==> config.mk <==
export PLATFORM = sky130hd
export DESIGN_NAME = reg_file
export DESIGN_NICKNAME = d
export VERILOG_FILES = /design/src/design/rv_pkg.sv /design/src/design/reg_file.sv
export SDC_FILE = /design/constraint.sdc
export NUM_CORES = 2
export LEC_CHECK = 0
export BUFFER_PORTS_ARGS = -buffer_cell sky130_fd_sc_hd__buf_2
export CAP_MARGIN = 40
export CORE_ASPECT_RATIO = 1.25
export CORE_MARGIN = 2
export CORE_UTILIZATION = 70
export CTS_BUF_LIST = sky130_fd_sc_hd__clkbuf_2
export DETAILED_ROUTE_END_ITERATION = 10
export PLACE_DENSITY_LB_ADDON = 0.2
export SETUP_SLACK_MARGIN = 0.3
export SYNTH_ARGS = -nofsm -noshare
export SYNTH_HDL_FRONTEND = slang
export SYNTH_SLANG_ARGS = --single-unit
==> constraint.sdc <==
create_clock -name clk -period 53.4 [get_ports clk]
set_input_delay 2.67 -clock clk [delete_from_list [all_inputs] [get_ports clk]]
set_output_delay 2.67 -clock clk [all_outputs]
set_load 0.02 [all_outputs]
==> src/design/rv_pkg.sv <==
// shared types and constants for the RV32I core
// only word-sized LOAD/STORE exist, byte and half accesses are not decoded
// OUT_ADDR and HALT_ADDR are claimed by the core and never reach memory
package rv_pkg;

    localparam int XLEN = 32;
    localparam int NUM_REGS = 32;

    typedef logic [XLEN-1:0] word_t;
    typedef logic [XLEN-1:0] addr_t;
    typedef logic [4:0]      reg_sel_t;
    typedef logic [31:0]     instr_t;
    typedef logic [6:0]      opcode_t;
    typedef logic [2:0]      funct3_t;

    // major opcodes kept from the base set
    localparam opcode_t OPC_OP_IMM = 7'b0010011;
    localparam opcode_t OPC_OP     = 7'b0110011;
    localparam opcode_t OPC_LOAD   = 7'b0000011;
    localparam opcode_t OPC_STORE  = 7'b0100011;
    localparam opcode_t OPC_BRANCH = 7'b1100011;
    localparam opcode_t OPC_LUI    = 7'b0110111;
    localparam opcode_t OPC_AUIPC  = 7'b0010111;

    // funct3 for OP and OP-IMM
    localparam funct3_t F3_ADD  = 3'b000;
    localparam funct3_t F3_SLL  = 3'b001;
    localparam funct3_t F3_SLT  = 3'b010;
    localparam funct3_t F3_SLTU = 3'b011;
    localparam funct3_t F3_XOR  = 3'b100;
    localparam funct3_t F3_SR   = 3'b101;
    localparam funct3_t F3_OR   = 3'b110;
    localparam funct3_t F3_AND  = 3'b111;

    // funct3 for branches
    localparam funct3_t BR_BEQ  = 3'b000;
    localparam funct3_t BR_BNE  = 3'b001;
    localparam funct3_t BR_BLT  = 3'b100;
    localparam funct3_t BR_BGE  = 3'b101;
    localparam funct3_t BR_BLTU = 3'b110;
    localparam funct3_t BR_BGEU = 3'b111;

    localparam addr_t OUT_ADDR    = 32'd1000;
    localparam addr_t HALT_ADDR   = 32'd1004;
    localparam addr_t RESET_PC    = 32'd0;
    localparam addr_t INSTR_BYTES = 32'd4;

    typedef enum logic [3:0] {
        ALU_ADD,
        ALU_SUB,
        ALU_SLT,
        ALU_SLTU,
        ALU_AND,
        ALU_OR,
        ALU_XOR,
        ALU_SLL,
        ALU_SRL,
        ALU_SRA,
        ALU_PASS_B
    } alu_op_t;

    typedef enum logic [2:0] {
        ST_FETCH,
        ST_EXEC,
        ST_MEM_WAIT,
        ST_OUT_WAIT,
        ST_HALTED
    } core_state_t;

endpackage

==> src/design/reg_file.sv <==
// 31 general registers, x0 is hardwired to zero
// reads are combinational, a write lands on the next rising edge
`timescale 1ns/1ps

module reg_file import rv_pkg::*; (
    input  logic     clk,
    input  logic     rst,
    input  reg_sel_t rs1_sel,
    input  reg_sel_t rs2_sel,
    input  logic     wr_en,
    input  reg_sel_t wr_sel,
    input  word_t    wr_data,
    output word_t    rs1_data,
    output word_t    rs2_data
);

    // no storage for x0
    word_t regs [1:NUM_REGS-1];

    always_ff @(posedge clk or posedge rst) begin
        if (rst) begin
            for (int i = 1; i < NUM_REGS; i++) begin
                regs[i] <= '0;
            end
        end else if (wr_en && wr_sel != '0) begin
            regs[wr_sel] <= wr_data;
        end
    end

    assign rs1_data = (rs1_sel == '0) ? '0 : regs[rs1_sel];
    assign rs2_data = (rs2_sel == '0) ? '0 : regs[rs2_sel];

    // a write with an X select would smear across the array
    a_wr_sel_known: assert property (
        @(posedge clk) disable iff (rst)
        wr_en |-> !$isunknown(wr_sel)
    ) else $error("reg_file: write select unknown");

endmodule

==> impl_metrics.yaml <==
grt:
  use_met3_pct: 13.43
  grt_pass1_vias: 39723
  grt_start_max_net_pins: 120
  grt_pass1_wl_um: 249100
  grt_util_met2_pct: 65.14
  met1_usage_pct: 53.92
  grt_remaining_overflow: 0
  antenna_found_initial: 19
  top_usage_layer: "met2"
  grt.total_usage_pct: 43.46
cts:
  postCtsHoldBufs: 0
  clock_latency_ns: 1.49
  cts_made_buffers: 235
  clkSinkCount: 992
  clkTransAtPathRegs_ns: 0.10
  cts_root_buffer: "clkbuf_2"
  max-clock-path-buffers: 3
  h-tree-depth: 4
  cts_setup_buffers: 0
  cts_tree: "built"
  cts-resized-gates: 0
layout:
  largest_register_ff_count: 992
  reg_top3: "regs (992)"
  final_common_cell: "mux2_2"
  layout_common_cells: "mux2_2, dfrtp_1, mux4_2"
  top_register: "regs"
  nFillCells: 4775
  fin_nets: 3860
  area_growth_pct: 6.266
  drive_gt1_share_pct: 52.00
power:
  p_leak_nw: 25.30
  vdd_drop_max_mv: 0.02339
  p_per_area_nw_per_um2: 35.11
die:
  boundaryPins: 114
  dieArea_um2: 78610
  start_util_pct: 70.54
  fp.dieH_um: 313.0
  core_area_um2: 75780
  num_rows: 113
  die_x_um: 251.2
worst_setup_path:
  startpoint_type: "input port"
  timing.rr.end: "regs[681]"
  rr_worst_depth: 1
  crit_chain: "buf_8, buf_4, buf_4, o31ai_4, buf_4, o32a_1, o221ai_1, buf_2"
  endpoint: "rs1_data[16]"
  crit-reg2reg-launch: "regs[681]"
  end_kind: "primary output"
  critPathMaxStageDelay_ns: 0.81
  critical_path.startpoint: "rs1_sel[1]"
  worstPathMaxFanout: 77
  crit_arrival_ns: 6.31
  r2r_slack_ns: 52.57
  slowest_stage: "buf_4"
  crit_type: "in2out"
  critPathMostFrequentCell: "buf_4"
  required_ns: 50.73
yosys:
  ys_async_sr_fraction_pct: 100.0
  synth_fp_nets: 3816
  synth_flop_cell: "dfrtp_1"
  mappedNetlistArea_um2: 53460
  synth_edf_count: 0
  synth_cells: 3766
  avgSynthCellArea_um2: 14.19
  ys_seq_area_share_pct: 46.44
  ys_ff_latch: 992
  yosysWarnings: 0
  synth_cell_types: 48
timing:
  whs_ns: 0.5306
  min_period_ns: 8.979
  rsz0062_at_grt: "false"
  worstMarginPinSlew_ns: 1.082
  tns_ns: 0
  fin_worst_skew_ns: 0
  fmax_mhz: 111.4
  post-route-period-util_pct: 16.81
  drv_slew: 0
  slew_headroom_pct: 27.85
  setup_viol: 0
  hold_viol: 0
run:
  timing.max_cap.violations: 0
route:
  drc: 0
  vias_per_cell: 7.537
  wl_um: 166700
  drt_iter0_drc: 4405
  drtPass1Iterations: 7
  postRouteAntennaNets: 0
  vias: 37377
  wl_per_cell_um: 33.61
place:
  portBuffers: 113
  hpwl_um: 96290
  gp_congestion: 0.8757
min_path:
  hp-class: "reg2reg"
run_status:
  status: "completed"
-- area by class of cell --
| type | instances | area (um^2) | area share, % |
|---|---|---|---|
| antenna | 13 | 32.53 | 0.05727 |
| clock buffer | 327 | 1637 | 2.881 |
| clock inverter | 69 | 409.1 | 0.7202 |
| inverter | 8 | 40.04 | 0.07048 |
| multi-input combinational | 2368 | 26990 | 47.51 |
| sequential | 992 | 24820 | 43.70 |
| tap | 977 | 1222 | 2.152 |
| timing repair buffer | 205 | 1653 | 2.910 |
-- cell usage after synthesis (43+ instances only) --
library cell | instances | area [um^2]
a221oi_1 | 54 | 473.0
a21oi_1 | 115 | 575.6
clkbuf_1 | 195 | 732.0
nand3_1 | 43 | 215.2
nor2b_1 | 57 | 356.6
mux2i_1 | 145 | 1451
nor2_1 | 67 | 251.5
nand2_1 | 193 | 724.4
mux2_2 | 1072 | 12070
buf_2 | 101 | 505.5
mux4_2 | 399 | 8986
dfrtp_1 | 992 | 24820
buf_1 | 61 | 229.0
-- worst min-delay path by stage --
stage / start / end / slack (ns) / cells past startpoint
floorplan: regs[386] / regs[386] / 0.49 / 1
global placement: regs[913] / regs[913] / 0.50 / 1
detailed placement: regs[920] / regs[920] / 0.51 / 1
CTS: regs[46] / regs[46] / 0.53 / 1
global route: regs[820] / regs[820] / 0.54 / 1
finish: regs[295] / regs[295] / 0.53 / 1
-- through the flow --
stage	setup WS [ns]	util (%)	total power, mW	cells	instance area (um^2)
2_1_floorplan	22.82	-	1.357	3766	53460
3_3_place_gp	44.22	71.63	1.455	4532	54280
3_5_place_dp	44.54	72.17	1.497	4548	54700
4_1_cts	44.55	74.87	1.985	4944	56740
5_1_grt	44.44	74.95	2.080	4956	56800
6_report	44.42	74.96	1.994	4959	56810
-- cell families after synthesis --
group / share of synthesized area [%]
multiplexers: 42.55
AO/OA/AOI/OAI: 3.951
flip-flops: 46.44
buffers and inverters: 3.455
AND/OR/NAND/NOR: 3.607
-- routing by layer --
layer / routed length (um) / vias up / part of all wire [%]
met5: 53 / - / 0.032
met4: 13490 / 8 / 8.1
met3: 19220 / 770 / 12
met2: 76420 / 2579 / 46
met1: 57510 / 19482 / 34
li1: - / 14538 / -
-- power breakdown --
part	internal, mW	total [mW]	switching, mW
combinational	0.273	0.484	0.211
clock	0.188	0.498	0.309
sequential	0.897	1.01	0.116
total	1.36	1.99	0.636
-- critical path, delay by kind of cell --
family,cells,cell delay [ns]
AOI/OAI and AO/OA,3,0.90
buffers and inverters,5,2.62
No activity file was read; power rests on OpenSTA's default activity.
