<file path="config.mk">
export PLATFORM = sky130hd
export DESIGN_NAME = core_control
export DESIGN_NICKNAME = d
export VERILOG_FILES = /design/src/design/rv_pkg.sv /design/src/design/core_control.sv
export SDC_FILE = /design/constraint.sdc
export NUM_CORES = 1
export LEC_CHECK = 0
export ABC_CLOCK_PERIOD_IN_PS = 7500
export BUFFER_PORTS_ARGS = -buffer_cell sky130_fd_sc_hd__buf_2
export CAP_MARGIN = 20
export CORE_AREA = 2 2 196 198
export DETAILED_ROUTE_END_ITERATION = 6
export DIE_AREA = 0 0 198 200
export PLACE_DENSITY = 0.65
export SYNTH_ARGS = -nofsm -noshare
export SYNTH_HDL_FRONTEND = slang
export SYNTH_SLANG_ARGS = --single-unit
</file>
<file path="constraint.sdc">
create_clock -name clk -period 7.5 [get_ports clk]
set_input_delay 0.75 -clock clk [delete_from_list [all_inputs] [get_ports clk]]
set_output_delay 0.75 -clock clk [all_outputs]
set_load 0.05 [all_outputs]
</file>
<file path="src/design/rv_pkg.sv">
// shared types and constants for the RV32I core
// only word-sized LOAD/STORE exist, byte and half accesses are not decoded
// OUT_ADDR and HALT_ADDR are claimed by the core and never reach memory
package rv_pkg;

    localparam int XLEN = 32;
    localparam int NUM_REGS = 32;

    typedef logic [XLEN-1:0] word_t;
    typedef logic [XLEN-1:0] addr_t;
    typedef logic [4:0]      reg_sel_t;
    typedef logic [31:0]     instr_t;
    typedef logic [6:0]      opcode_t;
    typedef logic [2:0]      funct3_t;

    // major opcodes kept from the base set
    localparam opcode_t OPC_OP_IMM = 7'b0010011;
    localparam opcode_t OPC_OP     = 7'b0110011;
    localparam opcode_t OPC_LOAD   = 7'b0000011;
    localparam opcode_t OPC_STORE  = 7'b0100011;
    localparam opcode_t OPC_BRANCH = 7'b1100011;
    localparam opcode_t OPC_LUI    = 7'b0110111;
    localparam opcode_t OPC_AUIPC  = 7'b0010111;

    // funct3 for OP and OP-IMM
    localparam funct3_t F3_ADD  = 3'b000;
    localparam funct3_t F3_SLL  = 3'b001;
    localparam funct3_t F3_SLT  = 3'b010;
    localparam funct3_t F3_SLTU = 3'b011;
    localparam funct3_t F3_XOR  = 3'b100;
    localparam funct3_t F3_SR   = 3'b101;
    localparam funct3_t F3_OR   = 3'b110;
    localparam funct3_t F3_AND  = 3'b111;

    // funct3 for branches
    localparam funct3_t BR_BEQ  = 3'b000;
    localparam funct3_t BR_BNE  = 3'b001;
    localparam funct3_t BR_BLT  = 3'b100;
    localparam funct3_t BR_BGE  = 3'b101;
    localparam funct3_t BR_BLTU = 3'b110;
    localparam funct3_t BR_BGEU = 3'b111;

    localparam addr_t OUT_ADDR    = 32'd1000;
    localparam addr_t HALT_ADDR   = 32'd1004;
    localparam addr_t RESET_PC    = 32'd0;
    localparam addr_t INSTR_BYTES = 32'd4;

    typedef enum logic [3:0] {
        ALU_ADD,
        ALU_SUB,
        ALU_SLT,
        ALU_SLTU,
        ALU_AND,
        ALU_OR,
        ALU_XOR,
        ALU_SLL,
        ALU_SRL,
        ALU_SRA,
        ALU_PASS_B
    } alu_op_t;

    typedef enum logic [2:0] {
        ST_FETCH,
        ST_EXEC,
        ST_MEM_WAIT,
        ST_OUT_WAIT,
        ST_HALTED
    } core_state_t;

endpackage

</file>
<file path="src/design/core_control.sv">
// sequencing for a non-pipelined core, one instruction in flight
// memory and output requests come straight from the state, so they
// hold until mem_ack / out_ready without extra registers
// halted is sticky until reset
`timescale 1ns/1ps

module core_control import rv_pkg::*; (
    input  logic     clk,
    input  logic     rst,
    input  opcode_t  opcode,
    input  reg_sel_t rd,
    input  word_t    imm_i,
    input  word_t    imm_s,
    input  word_t    imm_b,
    input  word_t    imm_u,
    input  logic     use_imm,
    input  logic     known_op,
    input  word_t    rs1_data,
    input  word_t    rs2_data,
    input  word_t    alu_result,
    input  logic     take_branch,
    input  word_t    mem_rd_data,
    input  logic     mem_ack,
    input  logic     out_ready,
    output instr_t   instr,
    output word_t    alu_a,
    output word_t    alu_b,
    output logic     rf_wr_en,
    output reg_sel_t rf_wr_sel,
    output word_t    rf_wr_data,
    output addr_t    mem_addr,
    output word_t    mem_wr_data,
    output logic     mem_rd_req,
    output logic     mem_wr_req,
    output word_t    out_data,
    output logic     out_valid,
    output logic     halted
);

    core_state_t state;
    addr_t       pc;
    addr_t       pc_seq;
    addr_t       ls_addr;
    addr_t       ls_addr_q;
    word_t       st_data_q;
    logic        is_load_q;
    logic        writes_alu;

    assign pc_seq = pc + INSTR_BYTES;

    // load uses the I immediate, store the S immediate
    assign ls_addr = rs1_data + ((opcode == OPC_STORE) ? imm_s : imm_i);

    assign writes_alu = (opcode == OPC_OP) || (opcode == OPC_OP_IMM) ||
                        (opcode == OPC_LUI) || (opcode == OPC_AUIPC);

    // operand select, AUIPC adds to pc and LUI passes imm_u through
    always_comb begin
        alu_a = (opcode == OPC_AUIPC) ? pc : rs1_data;
        if (!use_imm) begin
            alu_b = rs2_data;
        end else if (opcode == OPC_LUI || opcode == OPC_AUIPC) begin
            alu_b = imm_u;
        end else begin
            alu_b = imm_i;
        end
    end

    always_ff @(posedge clk or posedge rst) begin
        if (rst) begin
            state <= ST_FETCH;
            pc    <= RESET_PC;
            instr <= '0;
        end else begin
            case (state)
                ST_FETCH: begin
                    if (mem_ack) begin
                        instr <= mem_rd_data;
                        state <= ST_EXEC;
                    end
                end
                ST_EXEC: begin
                    if (!known_op) begin
                        state <= ST_HALTED;
                    end else if (opcode == OPC_LOAD) begin
                        state <= ST_MEM_WAIT;
                    end else if (opcode == OPC_STORE) begin
                        if (ls_addr == OUT_ADDR) begin
                            state <= ST_OUT_WAIT;
                        end else if (ls_addr == HALT_ADDR) begin
                            state <= ST_HALTED;
                        end else begin
                            state <= ST_MEM_WAIT;
                        end
                    end else begin
                        // branch or register op finishes here
                        pc    <= (opcode == OPC_BRANCH && take_branch) ? pc + imm_b : pc_seq;
                        state <= ST_FETCH;
                    end
                end
                ST_MEM_WAIT: begin
                    if (mem_ack) begin
                        pc    <= pc_seq;
                        state <= ST_FETCH;
                    end
                end
                ST_OUT_WAIT: begin
                    if (out_ready) begin
                        pc    <= pc_seq;
                        state <= ST_FETCH;
                    end
                end
                default: state <= ST_HALTED;
            endcase
        end
    end

    // access details captured at exec, held through the wait states
    always_ff @(posedge clk) begin
        if (state == ST_EXEC) begin
            ls_addr_q <= ls_addr;
            st_data_q <= rs2_data;
            is_load_q <= (opcode == OPC_LOAD);
        end
    end

    // memory port
    always_comb begin
        mem_addr    = pc;
        mem_wr_data = st_data_q;
        mem_rd_req  = 1'b0;
        mem_wr_req  = 1'b0;
        if (state == ST_FETCH) begin
            mem_rd_req = 1'b1;
        end else if (state == ST_MEM_WAIT) begin
            mem_addr   = ls_addr_q;
            mem_rd_req = is_load_q;
            mem_wr_req = !is_load_q;
        end
    end

    assign out_data  = st_data_q;
    assign out_valid = (state == ST_OUT_WAIT);
    assign halted    = (state == ST_HALTED);

    // rd stays decoded from the held instruction during mem_wait
    assign rf_wr_sel  = rd;
    assign rf_wr_en   = (state == ST_EXEC && writes_alu) ||
                        (state == ST_MEM_WAIT && is_load_q && mem_ack);
    assign rf_wr_data = (state == ST_MEM_WAIT) ? mem_rd_data : alu_result;

    a_mem_addr_stable: assert property (
        @(posedge clk) disable iff (rst)
        (mem_rd_req || mem_wr_req) && !mem_ack |=> $stable(mem_addr)
    ) else $error("core_control: mem_addr moved while request pending");

    a_out_valid_held: assert property (
        @(posedge clk) disable iff (rst)
        out_valid && !out_ready |=> out_valid && $stable(out_data)
    ) else $error("core_control: output word withdrawn before transfer");

endmodule

</file>
==> flow_summary.toml <==
[floorplanning]
dieArea_sq_um = 39600
design.core.area_sq_um = 37400
fp.dieW_um = 198
die_y_um = 200
start_util_pct = 30.8
fp-row-count = 71
ios = 509

[min_path]
hp-class = "primary input to flip-flop"

[logic_synthesis]
syn_area_per_cell_sq_um = 9.22
synth_mux_area_share_pct = 18.0
synth_compound_area_share_pct = 19.5
synth_xor_area_share_pct = 3.20
async_flop_share_pct = 50.8
synthSimpleGateAreaFrac_pct = 14.7
synthFlopType = "dfrtp_1"
synth_common_cells = "mux2_2, a21oi_1, nand2_1"
synth_top_family_by_area = "compound AO/OA/AOI/OAI gates"
yosysSeqAreaShare_pct = 31.5
synth_top_area_share_pct = 17.0
netlist_instances = 1248
synth_most_common_cell = "mux2_2"
ys_ff_latch = 132
synth.net_count = 1591
synthTopCellsByArea = "edfxtp_1, mux2_2, dfrtp_1"
synthAdderAreaFrac_pct = 7.53
synth_edf_count = 65
yosys.area.top_type = "edfxtp_1"
synth_area_sq_um = 11500
synth_cell_types = 79
synth_warnings = 0

[pwr]
peakVddDrop_mv = 0.168
p_leak_nw = 6.89
power_mw = 3.06
power_density_nw_per_um2 = 207

[clocking]
cts-root-buf = "clkbuf_16"
clkSinkCount = 132
path_clk_slew_ps = 70
cts_setup_buffers = 0
clock_path_buffers = 2
cts_resized = 0
h-tree-depth = 4
cts_hold_buf = 0
cts_tree = "yes"
cts-buffers-inserted = 17
insertion_delay_ps = 440

[timing]
fmax_ghz = 0.198
final.setup.tns_ps = 0
worst-slew-pin-transition_ps = 1010
relSlewSlack_pct = 32.4
final_max_slew_viol_count = 0
fin_crit_sh_pct = 67.3
fin_crit_ps = 5050
hold_viol = 0
rsz0062_at_grt = "false"
skew_ps = 15.9
finalSetupViolCount = 0

[flow_run]
cap_violations = 0

[global_route]
overflow = 0
grt_max_degree = 69
gr-usage-met3_pct = 5.28
antenna_found_initial = 5
grtUsageMet2_pct = 40.2
grt.met1_usage_pct = 27.7
grt_pass1_wl_um = 68000
busiest_layer = "met2"
grtUsageTotal_pct = 23.2
grt_pass1_vias = 11400

[setup_path]
cp_top_family = "simple AND/OR/NAND/NOR gates"
cpMostUsedCell = "nor4bb_1"
worst_setup_path_start_kind = "primary input"
crit_path_max_incr_delay_ps = 730
slowest_stage = "nor4bb_1"
cp_max_fo = 31
end_kind = "flip-flop"
path_cells = "buf_2 -> nor4bb_1 -> nand3_2 -> buf_4 -> mux2_2 -> ha_1 -> a21o_1 -> a22oi_1 -> a211oi_1 -> or3_1 -> a21oi_1 -> nor4bb_1 -> and4b_1 -> nand4_1 -> o31ai_2"
cp.buffers_inverters = 2
worstSetupPathType = "primary input to flip-flop"
required_ps = 7850
cp.arrival_ps = 5400

[detailed_routing]
wirelength_um = 47600
drc = 0
first_pass_iters = 5
vias = 11800
antenna_left = 0
drt_iter0_markers = 848
via_per_inst = 5.34
wl_per_cell_um = 21.6

[placed_design]
numPortBuffers = 498
hpwlAfterDp_um = 39100
placed_area_sq_um = 14200
place_inst = 2167
gp_congestion = 0.947

[final_layout]
nNetsFinal = 2019
layout-drive-gt1-share_pct = 42.2
design_area_sq_um = 14800
finalNonFillerCells = 2206
syn2layout_area_growth_pct = 28.7
fillers = 3771

[outcome]
status = "completed"
cell families after synthesis:
group	after synthesis
buf+inv	124
simple gates	341
fa+ha+maj	68
mux	188
xor+xnor	42
compound gates	353
flops	132
per-layer routing:
layer,wire [um],up-vias
met5,13,-
met4,1680,2
met3,3800,66
met2,22900,577
met1,19100,5570
li1,-,5567
final cells by class:
cell class	count	area (sq um)	share of cell area (%)
Clock inverter	9	76.3	0.516
Clock buffer	23	489	3.31
Sequential cell	132	3630	24.5
Antenna cell	6	15.0	0.101
Inverter	24	90.1	0.609
Timing Repair Buffer	509	2590	17.5
Multi-Input combinational cell	992	7270	49.2
Tap cell	511	639	4.32
registers in the layout, summed over array words and instances, names as in the netlist:
| signal | cells |
|---|---|
| instr | 32 |
| is_load_q | 1 |
| state | 3 |
| pc | 32 |
| mem_wr_data | 32 |
| ls_addr_q | 32 |
worst reg2reg max path, stage by stage, from the launching register on:
cell       delay, ps
dfrtp_1          430
ha_1             230
fa_1             400
a21oi_1          240
o2111ai_1        260
o22ai_1          370
o31a_1           270
o31a_1           290
o21ai_0          130
a211o_1          310
o2111ai_1        120
o311ai_0         180
placed cells by master (no fill, tap or decap), types with 11 or more instances in the layout:
cell and count:
buf_2 498, mux2_2 152, a21oi_1 123, nand2_1 90, nor2_1 83, o21ai_0 69
dfrtp_1 67, ha_1 66, edfxtp_1 65, mux2i_1 36, nand3_1 34, a21o_1 29
xnor2_1 27, inv_1 22, a211oi_1 21, nor3_1 21, nand4_1 20, clkbuf_16 18
a31oi_1 15, xor2_1 15, and3_1 15, and2_1 12, or3_1 11
final timing paths:
path	slack, ps	from	endpoint	cells past startpoint
worst max-delay path	2450	opcode[3]	state[0]	15
worst min-delay path	500	rs2_data[3]	mem_wr_data[3]	1
worst max register to register	4110	pc[0]	pc[24]	11
worst min register to register	500	instr[21]	instr[21]	1
max in group asynchronous	6260	rst	pc[3]	3
min in group asynchronous	590	rst	instr[13]	3
power breakdown:
| group | switching (mW) | leakage, nW | internal, mW |
|---|---|---|---|
| Clock | 0.340 | 0.287 | 0.491 |
| Sequential | 0.0664 | 1.43 | 0.880 |
| Combinational | 0.895 | 5.18 | 0.387 |
per-stage QoR:
step	utilization (%)	hold WS [ps]	worst slack [ps]
5_1_grt	39.6	482	1930
2_1_floorplan	-	486	2990
3_5_place_dp	38.0	491	2030
6_report	39.6	496	2450
3_3_place_gp	38.0	484	2110
4_1_cts	39.5	478	2480
No activity file was read; power rests on OpenSTA's default activity.
