--- src/design/rv_pkg.sv ---
// shared types and constants for the RV32I core
// only word-sized LOAD/STORE exist, byte and half accesses are not decoded
// OUT_ADDR and HALT_ADDR are claimed by the core and never reach memory
package rv_pkg;

    localparam int XLEN = 32;
    localparam int NUM_REGS = 32;

    typedef logic [XLEN-1:0] word_t;
    typedef logic [XLEN-1:0] addr_t;
    typedef logic [4:0]      reg_sel_t;
    typedef logic [31:0]     instr_t;
    typedef logic [6:0]      opcode_t;
    typedef logic [2:0]      funct3_t;

    // major opcodes kept from the base set
    localparam opcode_t OPC_OP_IMM = 7'b0010011;
    localparam opcode_t OPC_OP     = 7'b0110011;
    localparam opcode_t OPC_LOAD   = 7'b0000011;
    localparam opcode_t OPC_STORE  = 7'b0100011;
    localparam opcode_t OPC_BRANCH = 7'b1100011;
    localparam opcode_t OPC_LUI    = 7'b0110111;
    localparam opcode_t OPC_AUIPC  = 7'b0010111;

    // funct3 for OP and OP-IMM
    localparam funct3_t F3_ADD  = 3'b000;
    localparam funct3_t F3_SLL  = 3'b001;
    localparam funct3_t F3_SLT  = 3'b010;
    localparam funct3_t F3_SLTU = 3'b011;
    localparam funct3_t F3_XOR  = 3'b100;
    localparam funct3_t F3_SR   = 3'b101;
    localparam funct3_t F3_OR   = 3'b110;
    localparam funct3_t F3_AND  = 3'b111;

    // funct3 for branches
    localparam funct3_t BR_BEQ  = 3'b000;
    localparam funct3_t BR_BNE  = 3'b001;
    localparam funct3_t BR_BLT  = 3'b100;
    localparam funct3_t BR_BGE  = 3'b101;
    localparam funct3_t BR_BLTU = 3'b110;
    localparam funct3_t BR_BGEU = 3'b111;

    localparam addr_t OUT_ADDR    = 32'd1000;
    localparam addr_t HALT_ADDR   = 32'd1004;
    localparam addr_t RESET_PC    = 32'd0;
    localparam addr_t INSTR_BYTES = 32'd4;

    typedef enum logic [3:0] {
        ALU_ADD,
        ALU_SUB,
        ALU_SLT,
        ALU_SLTU,
        ALU_AND,
        ALU_OR,
        ALU_XOR,
        ALU_SLL,
        ALU_SRL,
        ALU_SRA,
        ALU_PASS_B
    } alu_op_t;

    typedef enum logic [2:0] {
        ST_FETCH,
        ST_EXEC,
        ST_MEM_WAIT,
        ST_OUT_WAIT,
        ST_HALTED
    } core_state_t;

endpackage

--- src/design/instr_decode.sv ---
// purely combinational instruction decoder
// opcodes outside the kept RV32I subset only lower known_op,
// the ALU operation then falls back to add and is ignored
`timescale 1ns/1ps

module instr_decode import rv_pkg::*; (
    input  instr_t   instr,
    output opcode_t  opcode,
    output reg_sel_t rd,
    output reg_sel_t rs1,
    output reg_sel_t rs2,
    output funct3_t  funct3,
    output word_t    imm_i,
    output word_t    imm_s,
    output word_t    imm_b,
    output word_t    imm_u,
    output alu_op_t  alu_op,
    output logic     use_imm,
    output logic     known_op
);

    // fixed field positions of the base encoding
    always_comb begin
        opcode = instr[6:0];
        rd     = instr[11:7];
        funct3 = instr[14:12];
        rs1    = instr[19:15];
        rs2    = instr[24:20];

        imm_i = {{20{instr[31]}}, instr[31:20]};
        imm_s = {{20{instr[31]}}, instr[31:25], instr[11:7]};
        // branch offsets are in halfwords, bit 0 always zero
        imm_b = {{19{instr[31]}}, instr[31], instr[7], instr[30:25], instr[11:8], 1'b0};
        imm_u = {instr[31:12], 12'b0};
    end

    always_comb begin
        alu_op = ALU_ADD;
        case (opcode)
            OPC_OP_IMM, OPC_OP: begin
                case (funct3)
                    // bit 30 selects SUB only for register operands, ADDI has no SUBI
                    F3_ADD:  alu_op = (opcode == OPC_OP && instr[30]) ? ALU_SUB : ALU_ADD;
                    F3_SLL:  alu_op = ALU_SLL;
                    F3_SLT:  alu_op = ALU_SLT;
                    F3_SLTU: alu_op = ALU_SLTU;
                    F3_XOR:  alu_op = ALU_XOR;
                    F3_SR:   alu_op = instr[30] ? ALU_SRA : ALU_SRL;
                    F3_OR:   alu_op = ALU_OR;
                    F3_AND:  alu_op = ALU_AND;
                    default: alu_op = ALU_ADD;
                endcase
            end
            OPC_LUI: alu_op = ALU_PASS_B;
            default: alu_op = ALU_ADD;
        endcase
    end

    // shift amounts of SLLI/SRLI/SRAI sit in imm_i[4:0]
    assign use_imm = (opcode == OPC_OP_IMM) || (opcode == OPC_LOAD) ||
                     (opcode == OPC_LUI) || (opcode == OPC_AUIPC);

    assign known_op = (opcode == OPC_OP_IMM) || (opcode == OPC_OP) ||
                      (opcode == OPC_LOAD) || (opcode == OPC_STORE) ||
                      (opcode == OPC_BRANCH) || (opcode == OPC_LUI) ||
                      (opcode == OPC_AUIPC);

endmodule

--- config.mk ---
export PLATFORM = sky130hd
export DESIGN_NAME = instr_decode
export DESIGN_NICKNAME = d
export VERILOG_FILES = /design/src/design/rv_pkg.sv /design/src/design/instr_decode.sv
export SDC_FILE = /design/constraint.sdc
export NUM_CORES = 1
export LEC_CHECK = 0
export ABC_AREA = 0
export CAP_MARGIN = 15
export CORE_AREA = 8 8 68 70
export DETAILED_ROUTE_END_ITERATION = 10
export DIE_AREA = 0 0 76 78
export DONT_BUFFER_PORTS = 1
export PLACE_DENSITY = 0.53
export SLEW_MARGIN = 25
export SYNTH_ARGS = -nofsm -noshare
export SYNTH_HDL_FRONTEND = slang
export SYNTH_SLANG_ARGS = --single-unit
--- constraint.sdc ---
create_clock -name vclk -period 1.2
set_input_delay 0.12 -clock vclk [all_inputs]
set_output_delay 0.12 -clock vclk [all_outputs]
set_load 0.02 [all_outputs]
==> results of run 1 <==
stage by stage:
step           area (um2)  total power [W]  hold slack [ps]
6_report              295        0.0000709              240
5_1_grt               295        0.0000777              240
4_1_cts               295        0.0000695              240
3_5_place_dp          295        0.0000693              240
3_3_place_gp          295        0.0000690              240
2_1_floorplan        1340         0.000777              319
cells in the final DEF, fill, tap and decap left out, drive strengths merged:
master   instances
or3              1
nand2b           1
buf              6
nor3             1
nor2b            1
xnor2            1
nand3b           1
a21oi            2
conb            13
a2bb2oi          1
a31oi            1
o21ai            1
o21bai           1
nand2            4
a211oi           2
nor2             1
inv              1
and3b            2
and2b            1
logic make-up (layout without fill, tap and decap cells):
logic type,Yosys count,count (layout)
AO/OA/AOI/OAI,8,8
XOR/XNOR,1,1
buffers and inverters,154,7
other,1,13
AND/OR/NAND/NOR,13,13
layer usage:
layer / up-vias / global-route usage, %
met3: 12 / 2.65
met2: 37 / 4.97
li1: 111 / -
met1: 134 / 2.63
met4: 0 / 2.35
met5: - / 0
final cells by class:
| class | instances | area share, % |
|---|---|---|
| inverter | 1 | 1.27 |
| multi-input combinational | 35 | 63.1 |
| tap | 48 | 20.3 |
| timing repair buffer | 6 | 15.3 |
worst paths after layout:
check | from | to | slack, ps | cells past startpoint
max | instr[3] | alu_op[0] | 240 | 4
min | instr[19] | imm_u[19] | 240 | 0
power by group through the flow:
stage	clock network [W]	logic, W	registers (W)
4_1_cts	0	0.0000695	0
5_1_grt	0	0.0000777	0
6_report	0	0.0000709	0
2_1_floorplan	0	0.000777	0
3_3_place_gp	0	0.0000690	0
3_5_place_dp	0	0.0000693	0
==> flow_summary.ini, run 1 <==
[status]
status = complete, no violations

[cells_and_area]
multi_input_area_um2 = 186
area_growth_pct = -77.2
drive_above_1_share_pct = 16.7
nets = 76
seq_cell_count = 0
final_core_util_pct = 8.32
seq_area_um2 = 0
clkbuf_count = 0
n_antenna_cell = 0
final_cell_count_no_fill = 90
fill_cells = 424

[floorplanning]
core-area_um2 = 3550
rows = 22
die_w_um = 76
start_util_pct = 36.4
ioPinCount = 191
dieArea_um2 = 5930
die_h_um = 78

[power]
clockPowerShare_pct = 0
combPwrFrac_pct = 100.0
power_frac_seq_pct = 0
ir_worst_vdd_mv = 0.0410
p_int_w = 0.0000188
swShare_pct = 73.4
p_leak_nw = 0.128
switchingPower_w = 0.0000520
p_per_area_nw_per_um2 = 240

[timing]
min_period_over_period_pct = 80.2
rsz0062_at_grt = false
setup_ws_ps = 237
maxClockFrequency_mhz = 1040
final_period_minus_worst_setup_slack_ps = 963
finalHoldViolCount = 0
finalSetupViolCount = 0
slew_violations = 0
finalSetupTns_ps = 0

[detailed_routing]
dr.pass1.iters = 2
ant_nets = 0
wl_met2_um = 557
highest_layer = met4
viasPerCell = 3.27
vias = 294
drtIter0Drc = 5
drc = 0
wl_per_cell_um = 13.0
wirelength_met1_um = 351
routed_wl_um = 1170
wl_met3_um = 221

[synth]
synth_most_common_cell = buf_4
synth_compound_area_share_pct = 4.06
synth_area_leaders = buf_4 89%, and3b_1 1.4%, a211oi_1 1.2%, nand2_1 1.2%, a21oi_1 0.77%
synth_top_area_share_pct = 88.8
synthCells = 177
syn_area_um2 = 1290
yosys.area_share.simple_pct = 5.90
synthMuxAreaShare_pct = 0
ys_warn_count = 0
synth_top_area_cell = buf_4
synth_xor_area_share_pct = 0.677
ys_seq_area_share_pct = 0
syn_area_per_cell_um2 = 7.31
synth_top_family_by_area = buffers and inverters
synth_fa_ha_area_share_pct = 0
synth.distinct_cells = 19
yosys-top-cells-count = 153 x buf_4, 4 x nand2_1, 2 x a211oi_1, 2 x a21oi_1, 2 x and3b_1

[worst_setup_path]
cp-end-kind = output pin
path_cells = and3b_1 -> nand3b_1 -> a211oi_1 -> buf_4
cp_num_buf_inv = 1
crit_family = simple AND/OR/NAND/NOR gates
critPathSlowestCell = and3b_1
crit_type = input pin to output pin
worstPathArrival_ps = 840
critPathRequiredTime_ps = 1080
cpPeakStageDelay_ps = 200
startpoint_type = input pin
critPathMaxFanout = 4

[placed_design]
gp_congestion = 0.671
pre_cts_slack_ps = 231
port_buffers = 0
dp_cells = 90
dp_hpwl_um = 943

[clock_tree]
post_cts_resized = 0
holdBufCountCts = 0
postCtsSetupRepairBufs = 0

[grt]
gr-usage-all-layers_pct = 3.18
grt_max_degree = 64
grt_pass1_wl_um = 1730
grt_pass1_vias = 330
antenna_found_initial = 0
grt_overflow_total = 0

[min_path]
min_path_type = input pin to output pin

[job]
max_cap_viol_count = 0
(Power assumes the default switching activity.)
==> inputs of run 2 (changes only) <==
==> constraint.sdc (replaced) <==
create_clock -name vclk -period 0.98
set_input_delay 0.098 -clock vclk [all_inputs]
set_output_delay 0.098 -clock vclk [all_outputs]
set_load 0.02 [all_outputs]
==> flow_summary.ini, run 2 (synthesized netlist as in run 1, its figures left out) <==
[status]
status = complete, no violations

[timing]
maxClockFrequency_mhz = 1060
rsz0062_at_grt = true
slew_violations = 0
min_period_over_period_pct = 96.2
final_period_minus_worst_setup_slack_ps = 942
finalHoldViolCount = 0
finalSetupViolCount = 0

[cells_and_area]
seq_area_um2 = 0
drive_above_1_share_pct = 23.8
multi_input_area_um2 = 201
seq_cell_count = 0
final_cell_mix = 13 x conb_1, 6 x buf_4, 4 x nand2_1
nets = 76
area_growth_pct = -76.0
final_area_um2 = 310
fill_cells = 420
clkbuf_count = 0
n_antenna_cell = 0
final_common_cell = conb_1

[placed_design]
gp_congestion = 0.687
place_area_um2 = 310
dp_hpwl_um = 1050
port_buffers = 0

[floorplanning]
dieArea_um2 = 5930
core-area_um2 = 3550
start_util_pct = 36.4
die_h_um = 78
rows = 22
ioPinCount = 191
die_w_um = 76

[worst_setup_path]
crit_type = input pin to output pin
cp-end-kind = output pin
crit_start = instr[3]
critPathCapture = alu_op[1]
critPathRequiredTime_ps = 880
worstPathArrival_ps = 840
critPathMaxFanout = 4
startpoint_type = input pin

[power]
total_power_w = 0.0000899
ir_worst_vdd_mv = 0.0321
clockPowerShare_pct = 0
swShare_pct = 73.6
p_leak_nw = 0.130
combPwrFrac_pct = 100.0
p_int_w = 0.0000237
power_frac_seq_pct = 0
p_per_area_nw_per_um2 = 290
switchingPower_w = 0.0000662

[grt]
grt_overflow_total = 0
grt_pass1_vias = 325
antenna_found_initial = 0
grt_pass1_wl_um = 1900
gr-usage-all-layers_pct = 3.46
grt_max_degree = 64

[detailed_routing]
viasPerCell = 3.16
routed_wl_um = 1220
drc = 0
vias = 284
ant_nets = 0
wl_per_cell_um = 13.6
drtIter0Drc = 15
dr.pass1.iters = 2

[min_path]
min_path_type = input pin to output pin

[job]
max_cap_viol_count = 0

[clock_tree]
post_cts_resized = 0
postCtsSetupRepairBufs = 0
-- run 2: cell counts in the layout (fill, tap and decap cells not counted) --
Identical to the previous run, type by type.
-- run 2: repair_timing --
| action | 4_1_cts | 5_1_grt |
|---|---|---|
| hold endpoints to repair | 0 | 0 |
| endpoints found under the setup margin | 0 | 5 |
| hold buffers | 0 | 0 |
-- run 2: area by class of cell --
type                       instances  share of cell area, %
timing repair buffer               6                   14.5
multi-input combinational         35                   64.9
inverter                           1                   1.21
tap                               48                   19.4
-- run 2: through the flow --
stage	utilization, %	hold WS, ps	setup TNS [ps]	cells	setup WS [ps]
finish	8.74	196	0	90	37.6
global route	8.74	196	-179	90	-44.8
CTS	8.74	196	0	90	31.0
detailed placement	8.74	196	0	90	33.7
global placement	8.74	196	0	90	30.1
floorplan	-	240	0	189	2.15
-- run 2: worst min path at each step --
stage,from,to,slack [ps],depth (start not counted)
global route,instr[16],imm_u[16],200,0
global placement,instr[1],opcode[1],200,0
finish,instr[19],imm_u[19],200,0
floorplan,instr[6],use_imm,240,1
CTS,instr[3],opcode[3],200,0
detailed placement,instr[3],opcode[3],200,0
-- run 2: critical path, stage by stage --
cell	delay [ps]
and3b_1	210
nand3b_1	170
a31oi_1	200
buf_4	170
-- run 2: routing by layer --
metal  track usage, %  part of all wire (%)  vias up  routed length (um)
li1                 -                     -      111                   -
met1             2.37                    22      108                 269
met2             6.43                    48       60                 586
met3             3.46                    29        5                 352
met4            0.784                   1.1        0                  14
met5                0                     0        -                   0
-- run 2: power by group through the flow --
stage,combinational [W],sequential (W),clock [W]
2_1_floorplan,0.000955,0,0
3_3_place_gp,0.0000883,0,0
3_5_place_dp,0.0000882,0,0
4_1_cts,0.0000883,0,0
5_1_grt,0.0000988,0,0
6_report,0.0000899,0,0
==> inputs of run 3 (changes only) <==
--- a/config.mk
+++ b/config.mk
@@ -7,11 +7,11 @@
 export LEC_CHECK = 0
 export ABC_AREA = 0
 export CAP_MARGIN = 15
-export CORE_AREA = 8 8 68 70
+export CORE_MARGIN = 8
+export CORE_UTILIZATION = 35
 export DETAILED_ROUTE_END_ITERATION = 10
-export DIE_AREA = 0 0 76 78
 export DONT_BUFFER_PORTS = 1
-export PLACE_DENSITY = 0.53
+export PLACE_DENSITY = 0.51
 export SLEW_MARGIN = 25
 export SYNTH_ARGS = -nofsm -noshare
 export SYNTH_HDL_FRONTEND = slang
==> flow_summary.ini, run 3 (synthesized netlist as in run 1, its figures left out) <==
[worst_setup_path]
critPathRequiredTime_ps = 880
crit_family = simple AND/OR/NAND/NOR gates
cp-end-kind = output pin
critPathMaxFanout = 4
crit_start = instr[3]
path_cells = and3b_1 -> nand3b_1 -> a31oi_1 -> buf_4
startpoint_type = input pin
worstPathArrival_ps = 810
crit_type = input pin to output pin
critPathSlowestCell = and3b_1
cpPeakStageDelay_ps = 210
cp_num_buf_inv = 1
cp.depth = 4

[timing]
finalSetupTns_ps = 0
final_period_minus_worst_setup_slack_ps = 910
finalHoldViolCount = 0
slew_violations = 0
rsz0062_at_grt = true
holdWs_ps = 196
min_period_over_period_pct = 92.9
finalSetupViolCount = 0
maxClockFrequency_mhz = 1100
setup_ws_ps = 69.5

[grt]
antenna_found_initial = 0
grt_overflow_total = 0
gr-usage-all-layers_pct = 3.17
grt_pass1_wl_um = 1750
grt_max_degree = 64
grt_pass1_vias = 328

[floorplanning]
dieArea_um2 = 5900
start_util_pct = 35.9
ioPinCount = 191
die_w_um = 76.8
rows = 22
die_h_um = 76.8
core-area_um2 = 3610

[cells_and_area]
final_core_util_pct = 8.61
nets = 76
clkbuf_count = 0
seq_area_um2 = 0
fill_cells = 419
seq_cell_count = 0
final_cell_mix = 13 x conb_1, 6 x buf_4, 4 x nand2_1
area_growth_pct = -76.0
final_common_cell = conb_1
drive_above_1_share_pct = 23.8
n_antenna_cell = 0

[detailed_routing]
ant_nets = 0
vias = 284
drc = 0
routed_wl_um = 1130
dr.pass1.iters = 4
wl_per_cell_um = 12.5
viasPerCell = 3.16
drtIter0Drc = 6

[power]
ir_worst_vdd_mv = 0.0534
p_per_area_nw_per_um2 = 288
total_power_w = 0.0000894
p_leak_nw = 0.130

[placed_design]
dp_hpwl_um = 894
port_buffers = 0
gp_congestion = 0.668
pre_cts_slack_ps = 59.9

[status]
status = complete, no violations

[clock_tree]
holdBufCountCts = 0
post_cts_resized = 0

[min_path]
min_path_type = input pin to output pin
min_from = instr[22]
min_path_cells = 0

[job]
max_cap_viol_count = 0
==> run 3: cell counts in the layout (fill, tap and decap cells not counted) <==
No cell type changed its count.
==> run 3: final cells by class <==
type,instances,area [um2],area share (%)
Multi-Input combinational cell,35,201,64.9
Tap cell,48,60.1,19.4
Timing Repair Buffer,6,45.0,14.5
Inverter,1,3.75,1.21
==> run 3: report_power, final <==
group | leakage [nW] | internal, W | switching, W
Combinational | 0.130 | 0.0000237 | 0.0000657
Sequential | 0 | 0 | 0
Clock | 0 | 0 | 0
Total | 0.130 | 0.0000237 | 0.0000657
==> run 3: metrics by stage <==
step	cells	area [um2]
finish	90	310
global route	90	310
CTS	90	310
detailed placement	90	310
global placement	90	310
floorplan	189	1350
==> run 3: per-layer routing <==
layer / part of all wire (%) / global-route usage (%) / wire [um]
met5: 0 / 0 / 0
met4: 7.5 / 3.27 / 85
met3: 23 / 2.45 / 254
met2: 49 / 5.44 / 548
met1: 21 / 2.00 / 238
==> run 3: timing repair <==
action,4_1_cts,5_1_grt
endpoints found under the hold margin,0,0
setup endpoints to repair,0,4
buffers inserted,0,0
==> run 3: path summary, 6_finish.rpt <==
path	to	slack [ps]
worst max-delay path	alu_op[1]	70
worst min-delay path	imm_i[2]	200
